===== src/verilog/fifo_consts.svh =====
`ifndef FIFO_CONSTS_SVH
`define FIFO_CONSTS_SVH

// Storage geometry
`define FIFO_DEPTH 32
`define FIFO_WIDTH 8
`define FIFO_PTR_W 5

// One bit wider than the pointer so a level of FIFO_DEPTH fits
`define FIFO_LEVEL_W 6

// Wishbone data word
`define WB_DATA_W 32

`endif


===== src/verilog/fifo_pkg.sv =====
`default_nettype none

`include "fifo_consts.svh"

package fifo_pkg;

	// Occupancy state of the FIFO core
	typedef enum logic [1:0] {
		EMPTY = 2'b00,
		OTHER = 2'b01,
		FULL  = 2'b10
	} fifo_state_e;

	// STATUS register layout, also the core's status output
	typedef struct packed {
		logic [21:0]                reserved;
		logic                       overflow;
		logic                       underflow;
		logic                       full;
		logic                       empty;
		logic [`FIFO_LEVEL_W-1:0]   level;
	} fifo_status_t;

endpackage

`default_nettype wire


===== src/verilog/wb_pkg.sv =====
`default_nettype none

`include "fifo_consts.svh"

package wb_pkg;

	// Word index taken from adr[3:2]
	typedef enum logic [1:0] {
		DATA   = 2'd0,
		STATUS = 2'd1,
		CTRL   = 2'd2
	} wb_reg_e;

	// Write word, seen as a byte at DATA or as commands at CTRL
	typedef union packed {
		struct packed {
			logic [`WB_DATA_W-`FIFO_WIDTH-1:0] unused;
			logic [`FIFO_WIDTH-1:0]            value;
		} data;
		struct packed {
			logic [`WB_DATA_W-3:0] unused;
			logic                  clear_errs;
			logic                  flush;
		} ctrl;
	} wb_wdata_u;

	// One bus request as seen by the slave
	typedef struct packed {
		logic      we;
		wb_reg_e   idx;
		wb_wdata_u wdata;
	} wb_req_t;

endpackage

`default_nettype wire


===== src/verilog/fifo_ram.sv =====
`timescale 1ns/1ps
`default_nettype none

`include "fifo_consts.svh"

module fifo_ram (
	input  logic                    clk,
	input  logic                    wr_en,
	input  logic [`FIFO_PTR_W-1:0]  wr_addr,
	input  logic [`FIFO_WIDTH-1:0]  wr_data,
	input  logic                    rd_en,
	input  logic [`FIFO_PTR_W-1:0]  rd_addr,
	output logic [`FIFO_WIDTH-1:0]  rd_data
);

	logic [`FIFO_WIDTH-1:0] mem [`FIFO_DEPTH];

	// Write port
	always_ff @(posedge clk) begin
		if (wr_en) begin
			mem[wr_addr] <= wr_data;
		end
	end

	// Registered read port, holds its value between reads
	always_ff @(posedge clk) begin
		if (rd_en) begin
			rd_data <= mem[rd_addr];
		end
	end

endmodule

`default_nettype wire


===== src/verilog/fifo_ctrl.sv =====
`timescale 1ns/1ps
`default_nettype none

`include "fifo_consts.svh"

module fifo_ctrl (
	input  logic                    clk,
	input  logic                    rst,
	input  logic                    push,
	input  logic                    pop,
	input  logic                    flush,
	input  logic                    clear_errs,
	input  logic [`FIFO_WIDTH-1:0]  push_data,
	output logic [`FIFO_WIDTH-1:0]  pop_data,
	output fifo_pkg::fifo_status_t  status
);

	localparam logic [`FIFO_PTR_W-1:0]   PTR_LAST  = `FIFO_PTR_W'(`FIFO_DEPTH - 1);
	localparam logic [`FIFO_LEVEL_W-1:0] LEVEL_MAX = `FIFO_LEVEL_W'(`FIFO_DEPTH);

	fifo_pkg::fifo_state_e state;
	fifo_pkg::fifo_state_e state_nxt;

	logic [`FIFO_PTR_W-1:0]   wr_ptr;
	logic [`FIFO_PTR_W-1:0]   rd_ptr;
	logic [`FIFO_LEVEL_W-1:0] level;
	logic                     overflow;
	logic                     underflow;
	logic                     pop_zero;
	logic                     do_push;
	logic                     do_pop;
	logic [`FIFO_WIDTH-1:0]   ram_rd_data;

	// Requests that the state allows
	assign do_push = push && (state != fifo_pkg::FULL);
	assign do_pop  = pop && (state != fifo_pkg::EMPTY);

	fifo_ram u_ram (
		.clk     (clk),
		.wr_en   (do_push),
		.wr_addr (wr_ptr),
		.wr_data (push_data),
		.rd_en   (do_pop),
		.rd_addr (rd_ptr),
		.rd_data (ram_rd_data)
	);

	// EMPTY / OTHER / FULL transitions
	always_comb begin
		state_nxt = state;
		if (flush) begin
			state_nxt = fifo_pkg::EMPTY;
		end else begin
			case (state)
				fifo_pkg::EMPTY: begin
					if (push) begin
						state_nxt = fifo_pkg::OTHER;
					end
				end
				fifo_pkg::OTHER: begin
					if (push && level == LEVEL_MAX - 1'b1) begin
						state_nxt = fifo_pkg::FULL;
					end else if (pop && level == 1) begin
						state_nxt = fifo_pkg::EMPTY;
					end
				end
				fifo_pkg::FULL: begin
					if (pop) begin
						state_nxt = fifo_pkg::OTHER;
					end
				end
				default: state_nxt = fifo_pkg::EMPTY;
			endcase
		end
	end

	always_ff @(posedge clk) begin
		if (rst) begin
			state <= fifo_pkg::EMPTY;
		end else begin
			state <= state_nxt;
		end
	end

	// Pointers and fill level
	always_ff @(posedge clk) begin
		if (rst || flush) begin
			wr_ptr <= '0;
			rd_ptr <= '0;
			level  <= '0;
		end else if (do_push) begin
			wr_ptr <= (wr_ptr == PTR_LAST) ? '0 : wr_ptr + 1'b1;
			level  <= level + 1'b1;
		end else if (do_pop) begin
			rd_ptr <= (rd_ptr == PTR_LAST) ? '0 : rd_ptr + 1'b1;
			level  <= level - 1'b1;
		end
	end

	// Sticky error bits, cleared only by command
	always_ff @(posedge clk) begin
		if (rst || clear_errs) begin
			overflow  <= 1'b0;
			underflow <= 1'b0;
		end else begin
			if (push && state == fifo_pkg::FULL) begin
				overflow <= 1'b1;
			end
			if (pop && state == fifo_pkg::EMPTY) begin
				underflow <= 1'b1;
			end
		end
	end

	// Remember whether the last pop found nothing
	always_ff @(posedge clk) begin
		if (rst) begin
			pop_zero <= 1'b0;
		end else if (pop) begin
			pop_zero <= (state == fifo_pkg::EMPTY);
		end
	end

	assign pop_data = pop_zero ? '0 : ram_rd_data;

	assign status.reserved  = '0;
	assign status.overflow  = overflow;
	assign status.underflow = underflow;
	assign status.full      = (state == fifo_pkg::FULL);
	assign status.empty     = (state == fifo_pkg::EMPTY);
	assign status.level     = level;

	a_level_bound: assert property (
		@(posedge clk) disable iff (rst) level <= LEVEL_MAX
	) else $error("fifo_ctrl: level above depth");

	a_no_write_when_full: assert property (
		@(posedge clk) disable iff (rst) do_push |-> level < LEVEL_MAX
	) else $error("fifo_ctrl: array written while full");

	a_flags_exclusive: assert property (
		@(posedge clk) disable iff (rst) !(status.empty && status.full)
	) else $error("fifo_ctrl: empty and full both high");

	// State register and level counter must track each other
	a_state_matches_level: assert property (
		@(posedge clk) disable iff (rst)
			((state == fifo_pkg::EMPTY) == (level == 0)) &&
			((state == fifo_pkg::FULL) == (level == LEVEL_MAX))
	) else $error("fifo_ctrl: state %s with level %0d", state.name(), level);

endmodule

`default_nettype wire


===== src/verilog/wb_fifo_regs.sv =====
`timescale 1ns/1ps
`default_nettype none

`include "fifo_consts.svh"

module wb_fifo_regs (
	input  logic                    clk,
	input  logic                    rst,
	input  logic                    cyc,
	input  logic                    stb,
	input  logic                    we,
	input  logic [3:0]              adr,
	input  logic [`WB_DATA_W-1:0]   dat_w,
	output logic [`WB_DATA_W-1:0]   dat_r,
	output logic                    ack,
	output logic                    push,
	output logic                    pop,
	output logic                    flush,
	output logic                    clear_errs,
	output logic [`FIFO_WIDTH-1:0]  push_data,
	input  logic [`FIFO_WIDTH-1:0]  pop_data,
	input  fifo_pkg::fifo_status_t  status
);

	typedef enum logic [1:0] {
		ST_IDLE,
		ST_WAIT,
		ST_ACK
	} seq_state_e;

	seq_state_e      state;
	wb_pkg::wb_req_t req;
	wb_pkg::wb_reg_e rd_sel;
	logic            rd_we;
	logic            accept;
	logic            is_data_read;

	// Current bus request
	assign req.we    = we;
	assign req.idx   = wb_pkg::wb_reg_e'(adr[3:2]);
	assign req.wdata = dat_w;

	assign accept       = (state == ST_IDLE) && cyc && stb;
	assign is_data_read = !req.we && (req.idx == wb_pkg::DATA);

	// Writes act at the sampling edge
	assign push       = accept && req.we && (req.idx == wb_pkg::DATA);
	assign push_data  = req.wdata.data.value;
	assign flush      = accept && req.we && (req.idx == wb_pkg::CTRL) && req.wdata.ctrl.flush;
	assign clear_errs = accept && req.we && (req.idx == wb_pkg::CTRL)
		&& req.wdata.ctrl.clear_errs;

	// Sequencer, a DATA read waits one extra cycle for the array
	always_ff @(posedge clk) begin
		if (rst) begin
			state <= ST_IDLE;
			pop   <= 1'b0;
		end else begin
			pop <= 1'b0;
			case (state)
				ST_IDLE: begin
					if (cyc && stb) begin
						if (is_data_read) begin
							state <= ST_WAIT;
							pop   <= 1'b1;
						end else begin
							state <= ST_ACK;
						end
					end
				end
				ST_WAIT: state <= ST_ACK;
				ST_ACK:  state <= ST_IDLE;
				default: state <= ST_IDLE;
			endcase
		end
	end

	// Which register answers on the acknowledge
	always_ff @(posedge clk) begin
		if (accept) begin
			rd_sel <= req.idx;
			rd_we  <= req.we;
		end
	end

	assign ack = (state == ST_ACK);

	always_comb begin
		dat_r = '0;
		if (ack && !rd_we) begin
			case (rd_sel)
				wb_pkg::DATA:   dat_r = {{(`WB_DATA_W - `FIFO_WIDTH){1'b0}}, pop_data};
				wb_pkg::STATUS: dat_r = status;
				default:        dat_r = '0;
			endcase
		end
	end

	// Master must hold the request until it sees ack
	a_ack_in_cycle: assert property (
		@(posedge clk) disable iff (rst) ack |-> (cyc && stb)
	) else $error("wb_fifo_regs: ack without an active cycle");

	a_ack_single: assert property (
		@(posedge clk) disable iff (rst) ack |=> !ack
	) else $error("wb_fifo_regs: ack held longer than one cycle");

	// Registers are word aligned
	a_word_aligned: assert property (
		@(posedge clk) disable iff (rst) (cyc && stb) |-> (adr[1:0] == 2'b00)
	) else $error("wb_fifo_regs: unaligned address %h", adr);

endmodule

`default_nettype wire


===== src/verilog/wb_fifo_top.sv =====
`timescale 1ns/1ps
`default_nettype none

`include "fifo_consts.svh"

module wb_fifo_top (
	input  logic                   clk,
	input  logic                   rst,
	input  logic                   cyc,
	input  logic                   stb,
	input  logic                   we,
	input  logic [3:0]             adr,
	input  logic [`WB_DATA_W-1:0]  dat_w,
	output logic [`WB_DATA_W-1:0]  dat_r,
	output logic                   ack,
	output logic                   empty,
	output logic                   full
);

	logic                   push;
	logic                   pop;
	logic                   flush;
	logic                   clear_errs;
	logic [`FIFO_WIDTH-1:0] push_data;
	logic [`FIFO_WIDTH-1:0] pop_data;
	fifo_pkg::fifo_status_t status;

	wb_fifo_regs u_regs (
		.clk        (clk),
		.rst        (rst),
		.cyc        (cyc),
		.stb        (stb),
		.we         (we),
		.adr        (adr),
		.dat_w      (dat_w),
		.dat_r      (dat_r),
		.ack        (ack),
		.push       (push),
		.pop        (pop),
		.flush      (flush),
		.clear_errs (clear_errs),
		.push_data  (push_data),
		.pop_data   (pop_data),
		.status     (status)
	);

	fifo_ctrl u_fifo (
		.clk        (clk),
		.rst        (rst),
		.push       (push),
		.pop        (pop),
		.flush      (flush),
		.clear_errs (clear_errs),
		.push_data  (push_data),
		.pop_data   (pop_data),
		.status     (status)
	);

	// Interrupt-style level outputs
	assign empty = status.empty;
	assign full  = status.full;

endmodule

`default_nettype wire


===== config.mk =====
export PLATFORM = sky130hd
export DESIGN_NAME = wb_fifo_top
export DESIGN_NICKNAME = d
export VERILOG_FILES = /design/src/verilog/fifo_pkg.sv /design/src/verilog/wb_pkg.sv /design/src/verilog/fifo_ram.sv /design/src/verilog/fifo_ctrl.sv /design/src/verilog/wb_fifo_regs.sv /design/src/verilog/wb_fifo_top.sv
export VERILOG_INCLUDE_DIRS = /design/src /design/src/verilog
export SDC_FILE = /design/constraint.sdc
export NUM_CORES = 1
export LEC_CHECK = 0
export BUFFER_PORTS_ARGS = -buffer_cell sky130_fd_sc_hd__clkbuf_2
export CAP_MARGIN = 0
export CELL_PAD_IN_SITES_DETAIL_PLACEMENT = 1
export CELL_PAD_IN_SITES_GLOBAL_PLACEMENT = 1
export CORE_UTILIZATION = 56
export CTS_CLUSTER_DIAMETER = 80
export CTS_CLUSTER_SIZE = 16
export DETAILED_ROUTE_END_ITERATION = 8
export GPL_ROUTABILITY_DRIVEN = 0
export PLACE_DENSITY_LB_ADDON = 0.08
export RECOVER_POWER = 100
export SLEW_MARGIN = 40
export SYNTH_ARGS = -nofsm -noshare
export SYNTH_HDL_FRONTEND = slang
export SYNTH_SLANG_ARGS = --single-unit

===== constraint.sdc =====
create_clock -name clk -period 3.9 [get_ports clk]
set_input_delay 0.78 -clock clk [delete_from_list [all_inputs] [get_ports clk]]
set_output_delay 0.78 -clock clk [all_outputs]
set_load 0.03 [all_outputs]

# Word-level counts from Yosys, hierarchy flattened
# Memories as Yosys holds them, arrays and structs flattened. A register that Yosys moved wholly into a read port is not among the register bits.
# Cells that the tools add are included.
[word_totals] latchBits=0 romBits=0 mem_bits_rw=256 output_inout_bits=35 wordCells=82 reg_bits=27 mem_count=1 input_bits=41
[classes] addsub=4 magnitude_cmp=0 mul=0 n_mux=18 shifts=0 div_mod_pow=0 bitwise_logic=3 n_eq_ne=15 reduce_logical=30
[memory_table] memory="u_fifo.u_ram.mem" depth=32 word_bits=8 rd=1 rd_clocked_by_memory_dff=1 wr=1 line="fifo_ram.sv:16" source="logic [`FIFO_WIDTH-1:0] mem [`FIFO_DEPTH];"
[op_table] op="two-way mux 32 bit" count=1
[op_table] op="one-hot mux 10 bit (2 select lines)" count=1
[op_table] op="logical AND 1 bit" count=16
[op_table] op="two-way mux 2 bit" count=6
[op_table] op="two-way mux 6 bit" count=2
[op_table] op="adder 5 x 1 -> 5 bit, second input constant" count=2
[op_table] op="== test 5 bit, second input constant" count=2
[op_table] op="two-way mux 5 bit" count=2
[op_table] op="logical NOT 2 bit" count=4
[op_table] op="two-way mux 8 bit" count=1
[op_table] op="adder 6 x 1 -> 6 bit, second input constant" count=1
[op_table] op="== test 2 x 1 -> 1 bit, second input constant" count=3
[op_table] op="== test 2 bit, second input constant" count=3
[op_table] op="== test 6 x 1 -> 1 bit, second input constant" count=1
[op_table] op="== test 6 x 5 -> 1 bit, second input constant" count=1
[op_table] op="one-hot mux 2 bit (3 select lines)" count=1
[op_table] op="subtractor 6 x 1 -> 6 bit, second input constant" count=1
[op_table] op="inequality test 2 x 1 -> 1 bit, second input constant" count=2
[op_table] op="inequality test 2 bit, second input constant" count=2
[op_table] op="one-hot mux 2 bit (2 select lines)" count=1
[op_table] op="nonzero test 2 bit" count=2
[op_table] op="two-way mux 1 bit" count=3
[op_table] op="inequality test 3 x 1 -> 1 bit, second input constant" count=1
[op_table] op="NOT 1 bit" count=3
[op_table] op="other kinds (6)" count=8

# Depth between registers and ports, before layout
# Gate-level depths: netlist (run 1).
[depth] ltp_word=8 depth_mapped=8 ltp_nobuf=7

# Modules after synthesis
# Synthesis (run 1) repeated with hierarchy kept, for this count alone.
[hier_totals] hier_cells=687 area_unflattened_um2=12283.0
[modules_own_cells] mod="fifo_ram" seq_area_each_um2=7927.6 n_inst=1 area_per_inst_um2=10133.5 cells_each=417
[modules_own_cells] mod="fifo_ctrl" seq_area_each_um2=420.4 n_inst=1 area_per_inst_um2=1317.5 cells_each=168
[modules_own_cells] mod="wb_fifo_regs" seq_area_each_um2=150.1 n_inst=1 area_per_inst_um2=832.0 cells_each=102

# Worst setup path after synthesis (run 1)
# Ideal clock, no wire load.
[synth_path] path_type="in2reg" start="input port adr[3]" end="memory u_fifo.u_ram.mem[10][0] (netlist name), enable pin" path_buffers=1 setup_ps=370 path_slack_ps=1264 t_required_ps=3530 arrival_ps=2266 path_stages=5 cell_sequence="or3b_1 -> buf_2 -> nor3_2 -> nand2_1 -> nor2_1"
[synth_via] elab_chain_len=5
[synth_rtl] element="from (decl)" line="wb_fifo_top.sv:12" source="input logic [3:0] adr,"
[synth_rtl] element="logical NOT 2 bit" line="wb_fifo_regs.sv:47" source="assign push = accept && req.we && (req.idx == wb_pkg::DATA);"
[synth_rtl] element="logical AND 1 bit" line="wb_fifo_regs.sv:47"
[synth_rtl] element="logical AND 1 bit" line="fifo_ctrl.sv:35" source="assign do_push = push && (state != fifo_pkg::FULL);"
[synth_rtl] element="two-way mux 1 bit" line="fifo_ram.sv:20" source="if (wr_en) begin"
[synth_rtl] element="two-way mux 1 bit (implied by the code)" line="fifo_ram.sv:21" source="mem[wr_addr] <= wr_data;"
[synth_rtl] element="to (decl)" line="fifo_ram.sv:16"
# Every way passes these cells.

==> key figures, run 1 <==
Power
  • Cell Pwr Density: 436 mW/mm^2
  • Leak: 3.93 nW
  • Peak supply drop: 0.440 mV
  • Pwr Total: 0.00560 W

Final layout
  • Share of post-route cells with drive strength above 1: 12.0%
  • Synthesis-to-finish area growth: 8.59%
  • # nets final: 797
  • # diodes: 0
  • Fill cell count: 1834

Synthesis
  • Async S/R FF share, synth: 0%
  • Yosys top cell by area: edfxtp_1
  • Sequential-to-total area share from yosys stat: 71.9%
  • EDFF count, synth: 267
  • Main synth FF type: edfxtp_1
  • Top post-synthesis cells by area: edfxtp_1 (68%), mux4_2 (9.1%), dfxtp_1 (4.1%)
  • #FFs+latches synth: 291
  • Syn avg cell area: 17.1 um^2
  • Yosys warns: 0
  • Post-Syn Area: 0.0118 mm^2
  • Cells after Synth: 690
  • Yosys cell types: 52
  • Share of the synthesized area in the top cell type: 67.8%

Clock network
  • CTS Buffer Depth: 3
  • Post-CTS Resized: 0
  • CTS root buffer: clkbuf_16
  • CTS tree: done
  • Postcts setup bufs: 0
  • Hold buffer count at CTS: 0
  • Clock Sinks: 291
  • Skew-Pair Late Insertion Delay: 0.52 ns
  • CTS Buf Count: 22
  • Clock-pin slew on the worst setup and hold paths: 0.08 ns
  • H-tree Lvls: 1

GRT
  • GRT Total Usage: 26.0%
  • Largest net degree at the start of global routing: 34
  • First-pass GRT wire length: 41000 um
  • Initial antenna violation count: 0
  • Vias in the first global route: 6698
  • Grt total ovfl: 0

Run
  • Max-Cap Viols: 6

Place
  • HPWL Detailed: 18000 um
  • I/O Buffers: 27

Setup path
  • Reg2Reg Launch Point: u_fifo.rd_ptr[0]$_SDFFE_PP0P_
  • Worst-path maximum fanout: 24
  • Worst reg2reg endpoint: u_fifo.u_ram.rd_data[7]$_DFFE_PP_
  • Crit end category: flip-flop
  • R2R depth: 5
  • Worst Setup SP: u_fifo.rd_ptr[0]$_SDFFE_PP0P_
  • Setup Crit Path Kind: flip-flop to flip-flop
  • CP startpoint kind: flip-flop
  • Critical Path RT: 4.15 ns
  • R2R Setup Slk: 0.79 ns
  • Worst Path Arrival: 3.36 ns
  • Capture point of the worst path: u_fifo.u_ram.rd_data[7]$_DFFE_PP_

STA
  • Tcrit/Tclk final: 79.8%
  • Total negative slack: 0 ns
  • Clock Skew: 0.0243 ns
  • Final Hold Fails: 0
  • Peak Freq: 321 MHz
  • Max Slew Vio Count: 199
  • Slew @ Worst Pin: 1.68 ns
  • RSZ-0062 raised after global routing: no
  • Tmin final: 3.11 ns
  • Relative slew slack: -12.2%
  • Setup violators final: 0

Min path
  • Hold Crit Class: flip-flop to flip-flop

Route
  • First-pass iteration count of the detailed router: 4
  • Vias per cell: 6.24
  • Final WL: 27300 um
  • Routed vias: 6379
  • ANT nets after route: 0
  • DRT iter0 DRCs: 570
  • WL/cell: 26.7 um
  • Drt drc: 0

Run status
  • Status: finished with violations
  • Failing checks: capacitance limit, slew limit

Floorplanning
  • CORE AREA: 0.0205 mm^2
  • Rows: 52
  • Starting Density: 57.7%
  • Die Y: 147 um
  • # IOs: 76
  • Die area: 0.0217 mm^2
  • Die X: 147 um
## critical path, stage by stage (launching register included)
cell and delay, ns:
dfxtp_2 0.96, clkbuf_1 0.62, nor2_1 0.39, a22o_1 0.31, a211oi_1 0.44, a21oi_1 0.12
## state kept, by name, indices dropped and copies added (netlist names)
name and flops:
u_fifo.level 6, u_fifo.overflow 1, u_fifo.pop_zero 1, u_fifo.rd_ptr 5
u_fifo.state 2, u_fifo.u_ram.mem 256, u_fifo.u_ram.rd_data 8, u_fifo.underflow 1
u_fifo.wr_ptr 5, u_regs.pop 1, u_regs.rd_sel 2, u_regs.rd_we 1
u_regs.state 2
## power by group
part | total [W] | switching (W) | internal [W]
Combinational | 0.000114 | 0.000101 | 0.0000131
Clock | 0.00208 | 0.00100 | 0.00108
Sequential | 0.00341 | 0.00000449 | 0.00340
Total | 0.00560 | 0.00111 | 0.00449
## cell type report
class	instances	area [um^2]	area share [%]
sequential	291	8510	66.2
multi-input combinational	351	3050	23.7
clock buffer	30	602	4.69
tap	270	338	2.63
timing repair buffer	69	294	2.29
inverter	11	41.3	0.322
clock inverter	1	16.3	0.127
## per-stage QoR
stage / instances / hold slack (ns) / area, um^2 / util, % / setup slack, ns
finish: 1023 / 0.478 / 12800 / 62.7 / 0.788
global placement: 991 / 0.430 / 12400 / 60.4 / 0.962
CTS: 1023 / 0.459 / 13000 / 63.5 / 1.06
detailed placement: 992 / 0.448 / 12400 / 60.5 / 0.854
floorplan: 711 / 0.414 / 11900 / - / 1.26
global route: 1023 / 0.492 / 12800 / 62.7 / 0.588
## placed cells by master, fill, tap and decap left out, drive strengths merged, types with 17 or more instances in the layout
master / synthesis / layout
a21oi: 21 / 21
a22oi: 17 / 17
clkbuf: 16 / 94
conb: 1 / 22
dfxtp: 24 / 24
edfxtp: 267 / 267
mux2i: 39 / 39
mux4: 48 / 48
nand2: 18 / 18
nor2: 59 / 59
## how the worst min path moves through the flow
stage	from	end	slack [ns]	cells after the start
2_1_floorplan	u_regs.state[1]$_SDFFE_PP0P_	u_regs.state[1]$_SDFFE_PP0P_	0.41	1
3_3_place_gp	u_regs.state[1]$_SDFFE_PP0P_	u_regs.state[1]$_SDFFE_PP0P_	0.43	1
3_5_place_dp	u_regs.state[1]$_SDFFE_PP0P_	u_regs.state[1]$_SDFFE_PP0P_	0.45	1
4_1_cts	u_regs.state[1]$_SDFFE_PP0P_	u_regs.state[1]$_SDFFE_PP0P_	0.46	1
5_1_grt	u_regs.state[1]$_SDFFE_PP0P_	u_regs.state[1]$_SDFFE_PP0P_	0.49	1
6_report	u_regs.state[1]$_SDFFE_PP0P_	u_regs.state[1]$_SDFFE_PP0P_	0.48	1
## Yosys cell counts, types with 14 or more instances
master	instances
clkbuf_1	16
a211oi_1	16
buf_2	14
mux2i_1	39
buf_4	22
a21oi_1	21
mux4_2	48
edfxtp_1	267
nand2_1	18
a22oi_1	17
dfxtp_1	24
nor2_1	59
## logic make-up (layout without fill, tap and decap cells)
group	count (synthesis)	after routing	synth area share, %
DFF	291	291	71.9
and+or+nand+nor	132	132	5.59
AOI/OAI and AO/OA	100	100	5.99
muxes	87	87	12.4
buffers and inverters	69	111	3.04
adders and majority gates	10	10	1.06
other	1	22	0.0317
## layer usage
metal / vias to the layer above / part of all wire [%] / track usage, %
li1: 2805 / - / -
met1: 3339 / 42 / 35.0
met2: 204 / 51 / 45.2
met3: 31 / 5.6 / 4.16
met4: 0 / 1.5 / 5.26
met5: - / 0 / 0
Power figures use the tool's default switching activity.
==> inputs of run 2 (changes only) <==
--- a/config.mk
+++ b/config.mk
@@ -10,7 +10,7 @@
 export CAP_MARGIN = 0
 export CELL_PAD_IN_SITES_DETAIL_PLACEMENT = 1
 export CELL_PAD_IN_SITES_GLOBAL_PLACEMENT = 1
-export CORE_UTILIZATION = 56
+export CORE_UTILIZATION = 52
 export CTS_CLUSTER_DIAMETER = 80
 export CTS_CLUSTER_SIZE = 16
 export DETAILED_ROUTE_END_ITERATION = 8
==> constraint.sdc (replaced) <==
create_clock -name clk -period 3 [get_ports clk]
set_input_delay 0.6 -clock clk [delete_from_list [all_inputs] [get_ports clk]]
set_output_delay 0.6 -clock clk [all_outputs]
set_load 0.03 [all_outputs]
==> key figures, run 2 (synthesis results as in run 1) <==
Min path
  • Hold Crit Class: primary input to flip-flop

STA
  • Slew @ Worst Pin: 1.62 ns (-0.0668 ns)
  • Tcrit/Tclk final: 92.5%
  • Relative slew slack: -7.77% (+4.5 points)
  • Final Hold Fails: 0 (unchanged)
  • Total negative slack: 0 ns (unchanged)
  • RSZ-0062 raised after global routing: no
  • Clock Skew: 0.0172 ns (-0.00716 ns)
  • Max Slew Vio Count: 133 (-33%)
  • Final Hold Slack: 0.344 ns (-0.134 ns)
  • Tmin final: 2.77 ns
  • Setup violators final: 0 (unchanged)
  • Peak Freq: 361 MHz

Clock network
  • Postcts setup bufs: 0 (unchanged)
  • H-tree Lvls: 1 (unchanged)
  • CTS Buf Count: 22 (unchanged)
  • Hold buffer count at CTS: 0 (unchanged)
  • CTS Buffer Depth: 3 (unchanged)
  • Clock-pin slew on the worst setup and hold paths: 0.07 ns (about the same)
  • Post-CTS Resized: 0 (unchanged)
  • Skew-Pair Late Insertion Delay: 0.52 ns (about the same)
  • Clock Sinks: 291 (unchanged)
  • CTS root buffer: clkbuf_16
  • CTS tree: done

GRT
  • Largest net degree at the start of global routing: 37 (+8.8%)
  • Initial antenna violation count: 1 (+1)
  • First-pass GRT wire length: 40100 um (-2.3%)
  • Vias in the first global route: 6596 (-1.5%)
  • Grt total ovfl: 0 (unchanged)
  • GRT Total Usage: 23.1% (-2.9 points)

Route
  • Drt drc: 0 (unchanged)
  • Final WL: 26300 um (-3.8%)
  • Routed vias: 6303 (-1.2%)
  • Met2 WL post-DR: 13200 um (-5.6%)
  • Top Metal Used: met5
  • Met3 WL: 1170 um (-24%)
  • WL/cell: 25.0 um (-6.4%)
  • Vias per cell: 6.00 (-3.8%)
  • First-pass iteration count of the detailed router: 7 (+3)
  • ANT nets after route: 0 (unchanged)
  • M1 WL: 11500 um (+1.3%)
  • DRT iter0 DRCs: 647 (+14%)

Final layout
  • Largest regs: u_fifo.u_ram.mem x256, u_fifo.u_ram.rd_data x8, u_fifo.level x6
  • Biggest register: u_fifo.u_ram.mem
  • Finished Core Util: 59.0% (-3.7 points)
  • Commonest cells after routing, fill and taps aside: edfxtp_1 (267), nor2_1 (58), mux4_2 (48)
  • Fill cell count: 1971 (+7.5%)
  • Largest register FFs: 256 (unchanged)
  • # nets final: 806 (+1.1%)
  • Most common cell after layout, fill and taps aside: edfxtp_1
  • Share of post-route cells with drive strength above 1: 17.0% (+5.0 points)
  • Post-route cell area: 0.0130 mm^2 (+1.5%)
  • Synthesis-to-finish area growth: 10.2%
  • Area occupied by multi-input gates: 0.00305 mm^2 (unchanged)
  • # diodes: 0 (unchanged)
  • Sequential cell area: 0.00851 mm^2 (unchanged)

Setup path
  • Setup Crit Path Kind: primary input to flip-flop
  • R2R Setup Slk: 0.28 ns (-0.51 ns)
  • CP startpoint kind: primary input
  • Worst-path maximum fanout: 8 (-67%)
  • Crit end category: flip-flop
  • Critical Path RT: 3.19 ns (-0.96 ns)
  • Worst Path Arrival: 2.97 ns (-0.39 ns)

Floorplanning
  • Die X: 153 um (+3.7%)
  • Starting Density: 53.5% (-4.2 points)
  • Die area: 0.0233 mm^2 (+7.6%)
  • CORE AREA: 0.0221 mm^2 (+7.8%)
  • Rows: 54 (+3.8%)
  • # IOs: 76 (unchanged)
  • Die Y: 153 um (+3.7%)

Power
  • Pwr Total: 0.00735 W (+31%)
  • Cell Pwr Density: 564 mW/mm^2 (+29%)
  • Leak: 4.11 nW (+4.7%)
  • Peak supply drop: 0.572 mV (+30%)

Place
  • HPWL Detailed: 17500 um (-2.8%)
  • Placed Area: 0.0125 mm^2 (+0.53%)
  • I/O Buffers: 27 (unchanged)

Run
  • Max-Cap Viols: 5 (-1)

Run status
  • Failing checks: capacitance limit, slew limit
  • Status: finished with violations
[run 2: changes by cell type in the layout (fill, tap and decap cells not counted), sizes merged]
cell	delta
buf	+29
clkbuf	-11
[run 2: final timing paths]
kind | start | end | cells past startpoint
max | we | u_fifo.u_ram.mem[7][7]$_DFFE_PP_ | 6
min reg2reg | u_regs.state[1]$_SDFFE_PP0P_ | u_regs.state[1]$_SDFFE_PP0P_ | 1
max reg2reg | u_fifo.state[0]$_SDFFE_PP0P_ | u_fifo.u_ram.mem[7][7]$_DFFE_PP_ | 6
min | rst | u_fifo.pop_zero$_SDFFE_PP0P_ | 2
[run 2: metal layers]
layer  vias up  global-route usage (%)
met5         -                       0
met4         2                    4.52
met3        32                    3.21
met2       164                    39.6
met1      3275                    32.0
li1       2830                       -
[run 2: report_power, final]
group / switching (W) / internal [W]
logic: 0.000129 / 0.0000176
registers: 0.00000595 / 0.00442
clock network: 0.00134 / 0.00144
[run 2: final cells by class]
class | instances | share of cell area, %
clock buffer | 39 | 4.88
clock inverter | 1 | 0.125
inverter | 11 | 0.317
multi-input combinational | 351 | 23.4
sequential | 291 | 65.2
tap | 280 | 2.69
timing repair buffer | 78 | 3.39
[run 2: worst max-delay path, stage by stage]
cell,delay [ns]
clkbuf_1,0.21
or3b_1,0.51
nor3_1,0.68
nand2_1,0.47
nor2_1,0.20
clkbuf_2,0.29
[run 2: through the flow]
step	cells	setup slack [ns]
after floorplan	711	0.544
after global placement	1011	0.293
after detailed placement	1011	0.146
after CTS	1051	0.326
after global routing	1051	0.0783
final	1051	0.226
==> inputs of run 3 (changes only) <==
--- a/config.mk
+++ b/config.mk
@@ -6,7 +6,7 @@
 export SDC_FILE = /design/constraint.sdc
 export NUM_CORES = 1
 export LEC_CHECK = 0
-export BUFFER_PORTS_ARGS = -buffer_cell sky130_fd_sc_hd__clkbuf_2
+export BUFFER_PORTS_ARGS = -buffer_cell sky130_fd_sc_hd__buf_2
 export CAP_MARGIN = 0
 export CELL_PAD_IN_SITES_DETAIL_PLACEMENT = 1
 export CELL_PAD_IN_SITES_GLOBAL_PLACEMENT = 1
==> constraint.sdc (replaced) <==
create_clock -name clk -period 2.94 [get_ports clk]
set_input_delay 0.588 -clock clk [delete_from_list [all_inputs] [get_ports clk]]
set_output_delay 0.588 -clock clk [all_outputs]
set_load 0.03 [all_outputs]
==> key figures, run 3 (synthesis results as in run 1) <==
Setup path
  • CP peak stage delay: 0.57 ns (-0.11 ns)
  • Reg2Reg Launch Point: u_fifo.rd_ptr[0]$_SDFFE_PP0P_
  • CP cell instances: nor2_1 -> a22oi_1 -> nor2_1 -> clkbuf_1
  • R2R depth: 4 (-2)
  • Crit end category: primary output
  • Critical Path RT: 2.35 ns (-0.84 ns)
  • Most used cell, CP: nor2_1
  • Worst Setup SP: u_regs.rd_sel[0]$_DFFE_PN_
  • Worst reg2reg endpoint: u_fifo.u_ram.rd_data[1]$_DFFE_PP_
  • R2R Setup Slk: 0.24 ns (-0.04 ns)
  • Worst-path maximum fanout: 11 (+3)
  • Setup Crit Path Kind: flip-flop to primary output
  • Worst Path Arrival: 2.21 ns (-0.76 ns)
  • Slowest CP cell: edfxtp_1
  • CP startpoint kind: flip-flop

Run status
  • Status: finished with violations
  • Failing checks: DRC, capacitance limit, slew limit

STA
  • Peak Freq: 357 MHz
  • Tmin final: 2.80 ns
  • Max Slew Vio Count: 132 (-0.75%)
  • Slew @ Worst Pin: 1.66 ns (+0.0407 ns)
  • Clock Skew: 0.0200 ns (+0.00278 ns)
  • Tcrit/Tclk final: 95.2%
  • RSZ-0062 raised after global routing: no
  • Final Hold Fails: 0 (unchanged)
  • Relative slew slack: -10.5% (-2.7 points)
  • Total negative slack: 0 ns (unchanged)
  • Setup ws final: 0.141 ns (-0.0858 ns)
  • Setup violators final: 0 (unchanged)
  • Final Hold Slack: 0.349 ns (+0.00445 ns)

Power
  • Cell Pwr Density: 579 mW/mm^2 (+2.6%)
  • Peak supply drop: 0.502 mV (-12%)
  • Leak: 4.08 nW (-0.76%)
  • Pwr Total: 0.00750 W (+2.0%)

Clock network
  • Hold buffer count at CTS: 0 (unchanged)
  • Skew-Pair Late Insertion Delay: 0.52 ns (about the same)
  • CTS Buf Count: 22 (unchanged)
  • CTS root buffer: clkbuf_16
  • CTS tree: done
  • Post-CTS Resized: 0 (unchanged)
  • Clock Sinks: 291 (unchanged)
  • Postcts setup bufs: 0 (unchanged)
  • CTS Buffer Depth: 3 (unchanged)
  • Clock-pin slew on the worst setup and hold paths: 0.07 ns (about the same)
  • H-tree Lvls: 1 (unchanged)

Route
  • Met2 WL post-DR: 13400 um (+1.1%)
  • ANT nets after route: 0 (unchanged)
  • WL/cell: 25.9 um (+3.5%)
  • Top Metal Used: met4
  • First-pass iteration count of the detailed router: 9 (+2)
  • Routed vias: 6309 (+0.095%)
  • Vias per cell: 6.01 (+0.29%)
  • Drt drc: 4 (+4)
  • DRT iter0 DRCs: 410 (-37%)
  • Final WL: 27100 um (+3.3%)
  • Met3 WL: 1230 um (+5.6%)
  • M1 WL: 12000 um (+4.6%)

Final layout
  • Biggest register: u_fifo.u_ram.mem
  • # nets final: 805 (-0.12%)
  • Synthesis-to-finish area growth: 9.62%
  • Most common cell after layout, fill and taps aside: edfxtp_1
  • Largest regs: u_fifo.u_ram.mem x256, u_fifo.u_ram.rd_data x8, u_fifo.level x6
  • Commonest cells after routing, fill and taps aside: edfxtp_1 (267), nor2_1 (59), mux4_2 (48)
  • Largest register FFs: 256 (unchanged)
  • # diodes: 0 (unchanged)
  • Share of post-route cells with drive strength above 1: 16.4% (-0.61 points)

Min path
  • Hold Crit Class: primary input to flip-flop
  • Hold Path Origin: rst
  • Hold-critical path depth: 2 (unchanged)
  • Worst hold endpoint: u_fifo.pop_zero$_SDFFE_PP0P_

Place
  • Pre-CTS WS: 0.188 ns (+0.0425 ns)
  • HPWL Detailed: 17800 um (+1.7%)
  • I/O Buffers: 27 (unchanged)

GRT
  • Vias in the first global route: 6573 (-0.35%)
  • Largest net degree at the start of global routing: 34 (-8.1%)
  • Grt total ovfl: 0 (unchanged)
  • Initial antenna violation count: 1 (unchanged)
  • First-pass GRT wire length: 40900 um (+2.1%)
  • GRT Total Usage: 23.7% (+0.60 points)

Floorplanning
  • Starting Density: 53.5% (unchanged)
  • Die Y: 153 um (unchanged)
  • # IOs: 76 (unchanged)
  • Rows: 54 (unchanged)
  • Die area: 0.0233 mm^2 (unchanged)
  • CORE AREA: 0.0221 mm^2 (unchanged)
  • Die X: 153 um (unchanged)

Run
  • Max-Cap Viols: 4 (-1)
## run 3: changes by cell type in the layout (fill, tap and decap cells not counted), moves of 2 or more
cell / delta
buf_4: -23
clkbuf_2: +12
buf_2: +6
clkbuf_1: +2
## run 3: critical path: cells and delay by family (launching register included)
family / cells / cell delay, ns
buffers and inverters: 1 / 0.31
AO/OA/AOI/OAI: 1 / 0.16
AND/OR/NAND/NOR: 2 / 0.66
flip-flops: 1 / 0.57
## run 3: worst max-delay path by stage
stage	endpoint	slack [ns]	cells after the start
2_1_floorplan	u_fifo.u_ram.mem[10][0]$_DFFE_PP_	0.50	5
3_3_place_gp	u_fifo.u_ram.mem[29][7]$_DFFE_PP_	0.27	7
3_5_place_dp	u_fifo.u_ram.mem[2][5]$_DFFE_PP_	0.19	6
4_1_cts	dat_r[5]	0.28	4
5_1_grt	dat_r[3]	0.08	4
6_report	dat_r[1]	0.14	4
## run 3: routing by layer
metal	GRT usage, %	up-vias
met1	33.2	3281
met2	40.1	148
met4	4.86	0
met5	0	-
li1	-	2843
met3	3.38	37
## run 3: cell type report
class                   instances  area [um^2]
fillers                      2005         9130
flip-flops and latches        291         8510
multi-input cells             351         3040
clock buffers                  37          628
repair buffers                 77          374
well taps                     280          350
inverters                      11         41.3
clock inverters                 2         20.0
## run 3: per-stage QoR
| step | std cells | utilization, % | area [um^2] |
|---|---|---|---|
| floorplan | 711 | - | 11900 |
| global placement | 1010 | 56.4 | 12500 |
| detailed placement | 1010 | 56.4 | 12500 |
| global route | 1049 | 58.7 | 13000 |
| CTS | 1049 | 59.3 | 13100 |
| finish | 1049 | 58.7 | 13000 |
## run 3: where the power goes
group / total [W] / internal [W] / switching [W]
Sequential: 0.00452 / 0.00451 / 0.00000592
Combinational: 0.000152 / 0.0000181 / 0.000134
Clock: 0.00283 / 0.00147 / 0.00136
